File: config.mk
export PLATFORM = sky130hd
export DESIGN_NAME = vec_engine_top
export DESIGN_NICKNAME = d
export VERILOG_FILES = /design/src/common/vec_cfg_pkg.sv /design/src/common/vec_mem_pkg.sv /design/src/common/mem_req_if.sv /design/src/rtl/mem_arbiter.sv /design/src/rtl/scratchpad_mem.sv /design/src/rtl/sync_fifo.sv /design/src/rtl/vec_engine_top.sv /design/src/vctr_stream/operand_fetch.sv /design/src/vctr_stream/result_store.sv /design/src/vctr_stream/vctr_stream_alu.sv
export SDC_FILE = /design/constraint.sdc
export NUM_CORES = 2
export LEC_CHECK = 0
export BUFFER_PORTS_ARGS = -buffer_cell sky130_fd_sc_hd__buf_2
export CAP_MARGIN = 5
export CORE_AREA = 4 4 728 730
export DETAILED_ROUTE_END_ITERATION = 8
export DIE_AREA = 0 0 732 734
export GPL_TIMING_DRIVEN = 0
export PLACE_DENSITY_LB_ADDON = 0.3
export REMOVE_ABC_BUFFERS = 1
export SYNTH_ARGS = -nofsm -noshare
export SYNTH_HDL_FRONTEND = slang
export SYNTH_MEMORY_MAX_BITS = 65536
export SYNTH_SLANG_ARGS = --single-unit
File: constraint.sdc
create_clock -name clk -period 12.6 [get_ports clk]
set_input_delay 0.63 -clock clk [delete_from_list [all_inputs] [get_ports clk]]
set_output_delay 0.63 -clock clk [all_outputs]
set_load 0.05 [all_outputs]
File: src/common/vec_cfg_pkg.sv
package vec_cfg_pkg;

  // Element-wise operations of the compute stage
  typedef enum logic [1:0] {
    ADD = 2'd0,
    SUB = 2'd1,
    MUL = 2'd2,  // Low half of the product
    MAX = 2'd3   // Unsigned compare
  } vec_op_e;

  typedef enum logic [1:0] {
    IDLE    = 2'd0,
    COMPUTE = 2'd1,
    DONE    = 2'd2  // Draining the output FIFO
  } vec_state_e;

  localparam int DEF_DATA_WIDTH  = 16;
  localparam int DEF_LENGTH_BITS = 8;  // Vector length field
  localparam int DEF_FIFO_DEPTH  = 4;

endpackage

File: src/common/vec_mem_pkg.sv
package vec_mem_pkg;

  // Arbiter client slots, also the round-robin order
  typedef enum logic [1:0] {
    HOST    = 2'd0,
    FETCH_A = 2'd1,
    FETCH_B = 2'd2,
    STORE   = 2'd3
  } mem_client_e;

  localparam int NUM_CLIENTS    = 4;
  localparam int DEF_ADDR_WIDTH = 8;  // Word address

endpackage

File: src/common/mem_req_if.sv
`timescale 1ns/1ps

interface mem_req_if #(
  parameter int DATA_WIDTH = vec_cfg_pkg::DEF_DATA_WIDTH,
  parameter int ADDR_WIDTH = vec_mem_pkg::DEF_ADDR_WIDTH
);

  logic                  req_valid;
  logic                  we;
  logic [ADDR_WIDTH-1:0] addr;
  logic [DATA_WIDTH-1:0] wdata;
  logic                  req_ready;  // Grant from the arbiter
  logic                  rsp_valid;  // Read data one cycle after accept
  logic [DATA_WIDTH-1:0] rdata;

  modport client (
    output req_valid, we, addr, wdata,
    input  req_ready, rsp_valid, rdata
  );

  modport arbiter (
    input  req_valid, we, addr, wdata,
    output req_ready, rsp_valid, rdata
  );

endinterface

File: src/rtl/mem_arbiter.sv
`timescale 1ns/1ps

module mem_arbiter #(
  parameter int DATA_WIDTH = vec_cfg_pkg::DEF_DATA_WIDTH,
  parameter int ADDR_WIDTH = vec_mem_pkg::DEF_ADDR_WIDTH
) (
  input  logic                  clk,
  input  logic                  rst_n,
  mem_req_if.arbiter            host,
  mem_req_if.arbiter            fetch_a,
  mem_req_if.arbiter            fetch_b,
  mem_req_if.arbiter            store,
  output logic                  mem_en,
  output logic                  mem_we,
  output logic [ADDR_WIDTH-1:0] mem_addr,
  output logic [DATA_WIDTH-1:0] mem_wdata,
  input  logic [DATA_WIDTH-1:0] mem_rdata
);

  import vec_mem_pkg::*;

  logic [NUM_CLIENTS-1:0] req;
  logic [NUM_CLIENTS-1:0] we;
  logic [NUM_CLIENTS-1:0] gnt;
  logic [ADDR_WIDTH-1:0]  addr  [NUM_CLIENTS];
  logic [DATA_WIDTH-1:0]  wdata [NUM_CLIENTS];
  mem_client_e            last_q, gnt_idx;
  logic                   rsp_pend_q;  // Read granted last cycle
  mem_client_e            rsp_idx_q;

  assign req[HOST]     = host.req_valid;
  assign req[FETCH_A]  = fetch_a.req_valid;
  assign req[FETCH_B]  = fetch_b.req_valid;
  assign req[STORE]    = store.req_valid;
  assign we[HOST]      = host.we;
  assign we[FETCH_A]   = fetch_a.we;
  assign we[FETCH_B]   = fetch_b.we;
  assign we[STORE]     = store.we;
  assign addr[HOST]    = host.addr;
  assign addr[FETCH_A] = fetch_a.addr;
  assign addr[FETCH_B] = fetch_b.addr;
  assign addr[STORE]   = store.addr;
  assign wdata[HOST]    = host.wdata;
  assign wdata[FETCH_A] = fetch_a.wdata;
  assign wdata[FETCH_B] = fetch_b.wdata;
  assign wdata[STORE]   = store.wdata;

  // Nearest requester after the last grant wins
  always_comb begin
    logic [1:0] cand;
    gnt_idx = last_q;
    gnt     = '0;
    for (int i = NUM_CLIENTS; i >= 1; i--) begin
      cand = 2'(last_q) + 2'(i);
      if (req[cand]) gnt_idx = mem_client_e'(cand);
    end
    if (|req) gnt[gnt_idx] = 1'b1;
  end

  assign mem_en    = |req;
  assign mem_we    = we[gnt_idx];
  assign mem_addr  = addr[gnt_idx];
  assign mem_wdata = wdata[gnt_idx];

  assign host.req_ready    = gnt[HOST];
  assign fetch_a.req_ready = gnt[FETCH_A];
  assign fetch_b.req_ready = gnt[FETCH_B];
  assign store.req_ready   = gnt[STORE];

  assign host.rsp_valid    = rsp_pend_q && (rsp_idx_q == HOST);
  assign fetch_a.rsp_valid = rsp_pend_q && (rsp_idx_q == FETCH_A);
  assign fetch_b.rsp_valid = rsp_pend_q && (rsp_idx_q == FETCH_B);
  assign store.rsp_valid   = rsp_pend_q && (rsp_idx_q == STORE);

  assign host.rdata    = mem_rdata;
  assign fetch_a.rdata = mem_rdata;
  assign fetch_b.rdata = mem_rdata;
  assign store.rdata   = mem_rdata;

  always_ff @(posedge clk or negedge rst_n) begin
    if (!rst_n) begin
      last_q     <= STORE;  // Host first after reset
      rsp_pend_q <= 1'b0;
      rsp_idx_q  <= HOST;
    end else begin
      if (mem_en) last_q <= gnt_idx;
      rsp_pend_q <= mem_en && !mem_we;
      rsp_idx_q  <= gnt_idx;
    end
  end

endmodule

File: src/rtl/scratchpad_mem.sv
`timescale 1ns/1ps

module scratchpad_mem #(
  parameter int DATA_WIDTH = 16,
  parameter int ADDR_WIDTH = 8
) (
  input  logic                  clk,
  input  logic                  en,
  input  logic                  we,
  input  logic [ADDR_WIDTH-1:0] addr,
  input  logic [DATA_WIDTH-1:0] wdata,
  output logic [DATA_WIDTH-1:0] rdata
);

  logic [DATA_WIDTH-1:0] ram [2**ADDR_WIDTH];

  always_ff @(posedge clk) begin
    if (en) begin
      if (we) begin
        ram[addr] <= wdata;
      end else begin
        rdata <= ram[addr];  // Valid on the next cycle
      end
    end
  end

endmodule

File: src/rtl/sync_fifo.sv
`timescale 1ns/1ps

module sync_fifo #(
  parameter int DATA_WIDTH = 16,
  parameter int DEPTH      = 4
) (
  input  logic                  clk,
  input  logic                  rst_n,
  input  logic                  wr_en,
  input  logic                  rd_en,
  input  logic [DATA_WIDTH-1:0] wdata,
  output logic [DATA_WIDTH-1:0] rdata,
  output logic                  full,
  output logic                  empty
);

  localparam int PTR_W = (DEPTH > 1) ? $clog2(DEPTH) : 1;
  localparam int CNT_W = $clog2(DEPTH + 1);

  logic [DATA_WIDTH-1:0] buf_q [DEPTH];
  logic [PTR_W-1:0]      wr_ptr;
  logic [PTR_W-1:0]      rd_ptr;
  logic [CNT_W-1:0]      count;
  logic                  do_wr;
  logic                  do_rd;

  function automatic logic [PTR_W-1:0] ptr_inc(input logic [PTR_W-1:0] p);
    return (p == PTR_W'(DEPTH - 1)) ? '0 : p + 1'b1;  // Wraps for any depth
  endfunction

  assign full  = (count == CNT_W'(DEPTH));
  assign empty = (count == '0);
  assign do_wr = wr_en && !full;
  assign do_rd = rd_en && !empty;
  assign rdata = buf_q[rd_ptr];  // Head entry, no read needed

  always_ff @(posedge clk) begin
    if (do_wr) begin
      buf_q[wr_ptr] <= wdata;
    end
  end

  always_ff @(posedge clk or negedge rst_n) begin
    if (!rst_n) begin
      wr_ptr <= '0;
      rd_ptr <= '0;
      count  <= '0;
    end else begin
      if (do_wr) wr_ptr <= ptr_inc(wr_ptr);
      if (do_rd) rd_ptr <= ptr_inc(rd_ptr);
      case ({do_wr, do_rd})
        2'b10:   count <= count + 1'b1;
        2'b01:   count <= count - 1'b1;
        default: count <= count;  // Idle or push with pop
      endcase
    end
  end

endmodule

File: src/rtl/vec_engine_top.sv
`timescale 1ns/1ps

module vec_engine_top #(
  parameter int DATA_WIDTH  = vec_cfg_pkg::DEF_DATA_WIDTH,
  parameter int ADDR_WIDTH  = vec_mem_pkg::DEF_ADDR_WIDTH,
  parameter int LENGTH_BITS = vec_cfg_pkg::DEF_LENGTH_BITS,
  parameter int FIFO_DEPTH  = vec_cfg_pkg::DEF_FIFO_DEPTH
) (
  input  logic                   clk,
  input  logic                   rst_n,
  input  logic                   host_req_valid,
  output logic                   host_req_ready,
  input  logic                   host_we,
  input  logic [ADDR_WIDTH-1:0]  host_addr,
  input  logic [DATA_WIDTH-1:0]  host_wdata,
  output logic                   host_rsp_valid,
  output logic [DATA_WIDTH-1:0]  host_rdata,
  input  logic                   start,
  input  vec_cfg_pkg::vec_op_e   opcode,
  input  logic [LENGTH_BITS-1:0] vec_length,
  input  logic [ADDR_WIDTH-1:0]  base_a,
  input  logic [ADDR_WIDTH-1:0]  base_b,
  input  logic [ADDR_WIDTH-1:0]  base_r,
  output logic                   busy,
  output logic                   done
);

  logic                  start_acc;  // Start seen while not busy
  logic                  a_valid, a_ready, b_valid, b_ready, r_valid, r_ready;
  logic [DATA_WIDTH-1:0] a_data, b_data, r_data;
  logic                  mem_en, mem_we;
  logic [ADDR_WIDTH-1:0] mem_addr;
  logic [DATA_WIDTH-1:0] mem_wdata, mem_rdata;

  mem_req_if #(.DATA_WIDTH(DATA_WIDTH), .ADDR_WIDTH(ADDR_WIDTH)) host_if ();
  mem_req_if #(.DATA_WIDTH(DATA_WIDTH), .ADDR_WIDTH(ADDR_WIDTH)) fa_if ();
  mem_req_if #(.DATA_WIDTH(DATA_WIDTH), .ADDR_WIDTH(ADDR_WIDTH)) fb_if ();
  mem_req_if #(.DATA_WIDTH(DATA_WIDTH), .ADDR_WIDTH(ADDR_WIDTH)) st_if ();

  assign start_acc = start && !busy;

  always_ff @(posedge clk or negedge rst_n) begin
    if (!rst_n) begin
      busy <= 1'b0;
    end else if (start_acc) begin
      busy <= 1'b1;
    end else if (done) begin
      busy <= 1'b0;  // Falls the cycle after the done pulse
    end
  end

  assign host_if.req_valid = host_req_valid;
  assign host_if.we        = host_we;
  assign host_if.addr      = host_addr;
  assign host_if.wdata     = host_wdata;
  assign host_req_ready    = host_if.req_ready;
  assign host_rsp_valid    = host_if.rsp_valid;
  assign host_rdata        = host_if.rdata;

  operand_fetch #(
    .DATA_WIDTH(DATA_WIDTH), .ADDR_WIDTH(ADDR_WIDTH), .LENGTH_BITS(LENGTH_BITS)
  ) u_fetch_a (
    .clk(clk), .rst_n(rst_n), .start(start_acc), .base_addr(base_a),
    .vec_length(vec_length), .out_ready(a_ready), .mem(fa_if),
    .out_valid(a_valid), .out_data(a_data)
  );

  operand_fetch #(
    .DATA_WIDTH(DATA_WIDTH), .ADDR_WIDTH(ADDR_WIDTH), .LENGTH_BITS(LENGTH_BITS)
  ) u_fetch_b (
    .clk(clk), .rst_n(rst_n), .start(start_acc), .base_addr(base_b),
    .vec_length(vec_length), .out_ready(b_ready), .mem(fb_if),
    .out_valid(b_valid), .out_data(b_data)
  );

  vctr_stream_alu #(
    .DATA_WIDTH(DATA_WIDTH), .LENGTH_BITS(LENGTH_BITS), .FIFO_DEPTH(FIFO_DEPTH)
  ) u_alu (
    .clk(clk), .rst_n(rst_n), .start(start_acc), .opcode(opcode),
    .vec_length(vec_length),
    .in_a_valid(a_valid), .in_a_data(a_data), .in_b_valid(b_valid), .in_b_data(b_data),
    .out_ready(r_ready), .in_a_ready(a_ready), .in_b_ready(b_ready),
    .out_valid(r_valid), .out_data(r_data), .idle()
  );

  result_store #(
    .DATA_WIDTH(DATA_WIDTH), .ADDR_WIDTH(ADDR_WIDTH), .LENGTH_BITS(LENGTH_BITS)
  ) u_store (
    .clk(clk), .rst_n(rst_n), .start(start_acc), .base_addr(base_r),
    .vec_length(vec_length), .in_valid(r_valid), .in_data(r_data),
    .in_ready(r_ready), .mem(st_if), .done(done)
  );

  mem_arbiter #(.DATA_WIDTH(DATA_WIDTH), .ADDR_WIDTH(ADDR_WIDTH)) u_arb (
    .clk(clk), .rst_n(rst_n),
    .host(host_if), .fetch_a(fa_if), .fetch_b(fb_if), .store(st_if),
    .mem_en(mem_en), .mem_we(mem_we), .mem_addr(mem_addr),
    .mem_wdata(mem_wdata), .mem_rdata(mem_rdata)
  );

  scratchpad_mem #(.DATA_WIDTH(DATA_WIDTH), .ADDR_WIDTH(ADDR_WIDTH)) u_mem (
    .clk(clk), .en(mem_en), .we(mem_we), .addr(mem_addr),
    .wdata(mem_wdata), .rdata(mem_rdata)
  );

endmodule

File: src/vctr_stream/operand_fetch.sv
`timescale 1ns/1ps

module operand_fetch #(
  parameter int DATA_WIDTH  = vec_cfg_pkg::DEF_DATA_WIDTH,
  parameter int ADDR_WIDTH  = vec_mem_pkg::DEF_ADDR_WIDTH,
  parameter int LENGTH_BITS = vec_cfg_pkg::DEF_LENGTH_BITS
) (
  input  logic                   clk,
  input  logic                   rst_n,
  input  logic                   start,
  input  logic [ADDR_WIDTH-1:0]  base_addr,
  input  logic [LENGTH_BITS-1:0] vec_length,
  input  logic                   out_ready,
  mem_req_if.client              mem,
  output logic                   out_valid,
  output logic [DATA_WIDTH-1:0]  out_data
);

  logic [ADDR_WIDTH-1:0]  addr_q;
  logic [LENGTH_BITS-1:0] left_q;  // Reads still to issue
  logic                   pend_q;  // One read in flight
  logic                   accept;

  // Ready at issue stays high, only this fetcher fills the FIFO
  assign mem.req_valid = (left_q != '0) && !pend_q && out_ready;
  assign mem.we        = 1'b0;
  assign mem.addr      = addr_q;
  assign mem.wdata     = '0;
  assign accept        = mem.req_valid && mem.req_ready;

  assign out_valid = mem.rsp_valid;
  assign out_data  = mem.rdata;

  always_ff @(posedge clk or negedge rst_n) begin
    if (!rst_n) begin
      addr_q <= '0;
      left_q <= '0;
      pend_q <= 1'b0;
    end else begin
      if (start) begin
        addr_q <= base_addr;
        left_q <= vec_length;
      end else if (accept) begin
        addr_q <= addr_q + 1'b1;
        left_q <= left_q - 1'b1;
      end
      if (accept) begin
        pend_q <= 1'b1;
      end else if (mem.rsp_valid) begin
        pend_q <= 1'b0;
      end
    end
  end

endmodule

File: src/vctr_stream/result_store.sv
`timescale 1ns/1ps

module result_store #(
  parameter int DATA_WIDTH  = vec_cfg_pkg::DEF_DATA_WIDTH,
  parameter int ADDR_WIDTH  = vec_mem_pkg::DEF_ADDR_WIDTH,
  parameter int LENGTH_BITS = vec_cfg_pkg::DEF_LENGTH_BITS
) (
  input  logic                   clk,
  input  logic                   rst_n,
  input  logic                   start,
  input  logic [ADDR_WIDTH-1:0]  base_addr,
  input  logic [LENGTH_BITS-1:0] vec_length,
  input  logic                   in_valid,
  input  logic [DATA_WIDTH-1:0]  in_data,
  output logic                   in_ready,
  mem_req_if.client              mem,
  output logic                   done
);

  logic [ADDR_WIDTH-1:0]  addr_q;
  logic [DATA_WIDTH-1:0]  data_q;
  logic [LENGTH_BITS-1:0] left_q;  // Elements still to take
  logic                   pend_q;  // Write waiting for grant
  logic                   wr_acc;
  logic                   take;

  assign wr_acc   = pend_q && mem.req_ready;
  assign in_ready = (left_q != '0) && (!pend_q || mem.req_ready);
  assign take     = in_valid && in_ready;
  assign done     = wr_acc && (left_q == '0);  // Last write granted

  assign mem.req_valid = pend_q;
  assign mem.we        = 1'b1;
  assign mem.addr      = addr_q;
  assign mem.wdata     = data_q;

  always_ff @(posedge clk or negedge rst_n) begin
    if (!rst_n) begin
      addr_q <= '0;
      left_q <= '0;
      pend_q <= 1'b0;
    end else begin
      if (start) begin
        addr_q <= base_addr;
        left_q <= vec_length;
      end else begin
        if (wr_acc) addr_q <= addr_q + 1'b1;
        if (take) left_q <= left_q - 1'b1;
      end
      if (take) begin
        pend_q <= 1'b1;
      end else if (wr_acc) begin
        pend_q <= 1'b0;
      end
    end
  end

  always_ff @(posedge clk) begin
    if (take) data_q <= in_data;
  end

endmodule

File: src/vctr_stream/vctr_stream_alu.sv
`timescale 1ns/1ps

module vctr_stream_alu #(
  parameter int DATA_WIDTH  = vec_cfg_pkg::DEF_DATA_WIDTH,
  parameter int LENGTH_BITS = vec_cfg_pkg::DEF_LENGTH_BITS,
  parameter int FIFO_DEPTH  = vec_cfg_pkg::DEF_FIFO_DEPTH
) (
  input  logic                   clk,
  input  logic                   rst_n,
  input  logic                   start,
  input  vec_cfg_pkg::vec_op_e   opcode,
  input  logic [LENGTH_BITS-1:0] vec_length,
  input  logic                   in_a_valid,
  input  logic [DATA_WIDTH-1:0]  in_a_data,
  input  logic                   in_b_valid,
  input  logic [DATA_WIDTH-1:0]  in_b_data,
  input  logic                   out_ready,
  output logic                   in_a_ready,
  output logic                   in_b_ready,
  output logic                   out_valid,
  output logic [DATA_WIDTH-1:0]  out_data,
  output logic                   idle
);

  import vec_cfg_pkg::*;

  vec_state_e             state_q, state_d;
  vec_op_e                op_q;
  logic [LENGTH_BITS-1:0] len_q;
  logic [LENGTH_BITS-1:0] count_q;  // Results pushed so far

  logic                  a_full, a_empty, b_full, b_empty;
  logic [DATA_WIDTH-1:0] a_head, b_head;
  logic                  out_full, out_empty;

  logic                  s1_valid, s2_valid;
  logic [DATA_WIDTH-1:0] s1_a, s1_b;
  logic [DATA_WIDTH-1:0] s2_data, alu_res;
  logic                  s1_adv, s2_adv, pop, push;

  assign in_a_ready = (state_q == COMPUTE) && !a_full;
  assign in_b_ready = (state_q == COMPUTE) && !b_full;
  assign out_valid  = !out_empty;
  assign idle       = (state_q == IDLE);

  assign push   = s2_valid && !out_full;
  assign s2_adv = !s2_valid || !out_full;   // Stage 2 empty or leaving
  assign s1_adv = !s1_valid || s2_adv;
  assign pop    = (state_q == COMPUTE) && !a_empty && !b_empty && s1_adv;

  always_comb begin
    case (op_q)
      ADD:     alu_res = s1_a + s1_b;
      SUB:     alu_res = s1_a - s1_b;   // Wraps modulo 2^DATA_WIDTH
      MUL:     alu_res = s1_a * s1_b;   // Low half kept
      MAX:     alu_res = (s1_a > s1_b) ? s1_a : s1_b;
      default: alu_res = s1_a;
    endcase
  end

  always_comb begin
    state_d = state_q;
    case (state_q)
      IDLE:    if (start) state_d = COMPUTE;
      COMPUTE: if (count_q == len_q) state_d = DONE;
      DONE:    if (out_empty) state_d = IDLE;
      default: state_d = IDLE;
    endcase
  end

  always_ff @(posedge clk or negedge rst_n) begin
    if (!rst_n) begin
      state_q  <= IDLE;
      op_q     <= ADD;
      len_q    <= '0;
      count_q  <= '0;
      s1_valid <= 1'b0;
      s2_valid <= 1'b0;
    end else begin
      state_q <= state_d;
      if (state_q == IDLE && start) begin
        op_q    <= opcode;
        len_q   <= vec_length;
        count_q <= '0;
      end else if (push) begin
        count_q <= count_q + 1'b1;
      end
      if (s1_adv) s1_valid <= pop;
      if (s2_adv) s2_valid <= s1_valid;
    end
  end

  // Operand and result registers
  always_ff @(posedge clk) begin
    if (s1_adv) begin
      s1_a <= a_head;
      s1_b <= b_head;
    end
    if (s2_adv) s2_data <= alu_res;
  end

  sync_fifo #(.DATA_WIDTH(DATA_WIDTH), .DEPTH(FIFO_DEPTH)) u_fifo_a (
    .clk   (clk),
    .rst_n (rst_n),
    .wr_en (in_a_valid && in_a_ready),
    .rd_en (pop),
    .wdata (in_a_data),
    .rdata (a_head),
    .full  (a_full),
    .empty (a_empty)
  );

  sync_fifo #(.DATA_WIDTH(DATA_WIDTH), .DEPTH(FIFO_DEPTH)) u_fifo_b (
    .clk   (clk),
    .rst_n (rst_n),
    .wr_en (in_b_valid && in_b_ready),
    .rd_en (pop),
    .wdata (in_b_data),
    .rdata (b_head),
    .full  (b_full),
    .empty (b_empty)
  );

  sync_fifo #(.DATA_WIDTH(DATA_WIDTH), .DEPTH(FIFO_DEPTH)) u_fifo_out (
    .clk   (clk),
    .rst_n (rst_n),
    .wr_en (push),
    .rd_en (out_valid && out_ready),  // Drained by the result store
    .wdata (s2_data),
    .rdata (out_data),
    .full  (out_full),
    .empty (out_empty)
  );

endmodule

==> qor.txt <==
Final period util: 0.934
final wirelength: 617 mm
Cell Area, Synth: 183000 µm²
top cells by area, synth: edfxtp_1 72%, nand2_1 5.8%, nand3_1 2.4%
WP data arrival: 12190 ps
Crit Path Category: flop to flop
Post-Synth Simple-Gate Area: 0.127
Final Hold Viols: 0
max-slew violation count: 0
syn avg cell area: 14.0 µm²
reg2reg end: u_mem.rdata[5]
top-level port count: 83
Worst Path Max Fanout: 116
Rows: 266
gr ovfl total: 0
Slew @ Worst Pin: 1480 ps
Synth Area in Compound Gates: 0.0675
Die Wd: 732 µm
ANT nets after route: 0
CTS tree: done
top cells by instance count after synthesis: 4368 x edfxtp_1, 2839 x nand2_1, 874 x nand3_1
largest area contributor in the netlist: edfxtp_1
setup slack after layout: 834 ps
min Tclk post-route: 11770 ps
gpl congestion: 0.845
cts repair resizes: 0
die area: 537000 µm²
Yosys reg bits: 4468
Clock Sinks: 4468
mux cell area share after synthesis: 0.0252
clk root buf: clkbuf_16
DR DRC count: 0
Post-Syn Instances: 13100
status: finished with violations
adder-cell share of the synthesized area: 0.0167
CTS clk-pin slew, worst paths: 60 ps
WHS Path Cells: 4
TritonRoute pass-1 iters: 6
Hold WC Path Type: input port to flop
Buffers on Ports: 82
number of synthesized flops with an enable pin: 4368
initial antenna violation count: 50
Setup violations, final: 0
Core Area: 524000 µm²
Initial Util: 0.349
setup tns final: 0 ps
pre-CTS WS: 1850 ps
reg-to-reg critical path startpoint: u_alu.state_q[1]
Layout Utilization: 0.410
hold_sp: start
synth unique cells: 99
CP startpoint kind: flop
Async S/R FF share, synth: 0.0224
largest family of logic cells by synthesized area: simple AND/OR/NAND/NOR gates
first-pass GRT wire length: 860 mm
share of layout cells above drive strength 1: 0.127
nets: 13600
post-synthesis xor/xnor area fraction: 0.00566
RSZ-0062 raised after global routing: false
CTS H-tree lvls: 5
FMAX: 85.0 MHz
Worst R2R Setup Slack: 830 ps
Reg2Reg Depth: 21
clock latency on the worst-skew pair: 1020 ps
Post-synth top flop: edfxtp_1
Routed wire per std cell: 29.8 µm
Max-slew headroom: 0.00482
Yosys warning count: 0
endpoint class of the critical path: flop
Clock Path Buffers: 4
largest net degree at the start of global routing: 129
DP HPWL: 406 mm
Area Growth Syn to Fin: 17.6%
Final Skew: 59.4 ps
cts bufs inserted: 445
sequential-to-total area share from yosys stat: 0.732
vias in the first global route: 110000
CP Data Required Time: 13030 ps
top-area cell type share of the netlist area: 0.718
number of vias per cell: 5.72
most frequent cell after synthesis: edfxtp_1
failing checks: max-capacitance violations
first-iteration detailed-routing DRC count: 17100
max-cap violations: 1
die height: 734 µm
worst hold endpoint: u_alu.state_q[0]
GRT Resource Usage Total: 0.221
via count: 118000
## placed cells by master, fill, tap and decap left out, drive strengths merged, types with 14 or more instances in the layout
cell type and instances:
a32oi 170, ha 108, o21ai 120, o2111ai 16
clkinv 211, nor2 448, nand4 270, bufinv 35
mux2i 240, diode 25, nor4 67, and3 456
a311oi 236, mux4 84, a2111oi 63, o22ai 20
nand2b 24, or3 17, mux2 26, a211oi 430
buf 647, o21bai 14, and2 63, xor2 37
dfrtp 98, nand2 2842, nor3 60, nand3 876
a21oi 104, edfxtp 4368, a22o 17, xnor2 81
dlygate4sd3 35, o211ai 36, a31oi 297, inv 194
nor2b 34, a22oi 50, fa 85, clkbuf 564
## worst max-delay path, cell delays in order (launching register included)
cell,delay (ps)
dfrtp_1,410
nand2b_1,290
nor3_1,570
nand2_1,220
a221oi_4,490
inv_1,650
nand3_4,730
buf_16,330
buf_16,300
nand2_8,480
buf_16,460
buf_16,290
buf_16,300
nor2_4,860
buf_12,280
buf_12,220
buf_12,220
a21boi_0,120
a211o_1,440
nand4bb_1,420
nor3_1,1180
nand3_1,1000
## worst max path at each step
| stage | start | end | slack, ps | cells past startpoint |
|---|---|---|---|---|
| floorplan | u_fetch_b.left_q[4] | u_mem.rdata[7] | -35900 | 13 |
| global placement | u_alu.state_q[1] | u_mem.rdata[7] | -174880 | 13 |
| detailed placement | u_alu.state_q[1] | u_mem.rdata[13] | 1850 | 21 |
| CTS | u_alu.state_q[1] | u_mem.rdata[13] | 1810 | 21 |
| global route | u_alu.state_q[1] | u_mem.rdata[5] | 1220 | 21 |
| finish | u_alu.state_q[1] | u_mem.rdata[5] | 830 | 21 |
## layout make-up
cell class / instances / area (µm²)
flip-flops and latches: 4468 / 134000
clock buffers: 563 / 11800
inverters: 189 / 709
multi-input cells: 7512 / 45700
fillers: 47400 / 309000
repair buffers: 683 / 11900
well taps: 6968 / 8720
diodes: 25 / 62.6
clock inverters: 254 / 2300
## repair_timing
item	CTS	global route
hold endpoints to repair	94	0
hold buffers	35	0
setup buffers	0	0
## through the flow
step	instances	hold WS [ps]	instance area (µm²)
after floorplan	12200	334	179000
after global placement	19200	457	188000
after detailed placement	19800	463	200000
after CTS	20600	10.6	215000
after global routing	20600	76.8	215000
final	20700	103	215000
## state kept, by name (all words and copies together), names as in the netlist, 64 cells and up
register	cells
u_alu.u_fifo_a.buf_q	64
u_alu.u_fifo_out.buf_q	64
u_mem.ram	4096
u_alu.u_fifo_b.buf_q	64
## metal layers
| layer | vias up | track usage | wire length [µm] |
|---|---|---|---|
| li1 | 50100 | - | - |
| met1 | 60700 | 0.307 | 249000 |
| met2 | 6211 | 0.328 | 268000 |
| met3 | 1116 | 0.0550 | 67300 |
| met4 | 22 | 0.0987 | 31800 |
| met5 | - | 0 | 144 |
## kinds of logic (layout without fill, tap and decap cells)
family,after synthesis,count (layout)
xor gates and xnor gates,118,118
other,0,25
adders and majority gates,193,193
AOI/OAI and AO/OA,1664,1664
DFF,4468,4468
and+or+nand+nor,5187,5187
buffers and inverters,1082,1689
muxes,350,350
Power is left out: the tool's default activity adds up to more than one toggle a clock period on the data nets, which glitch-free logic cannot reach.
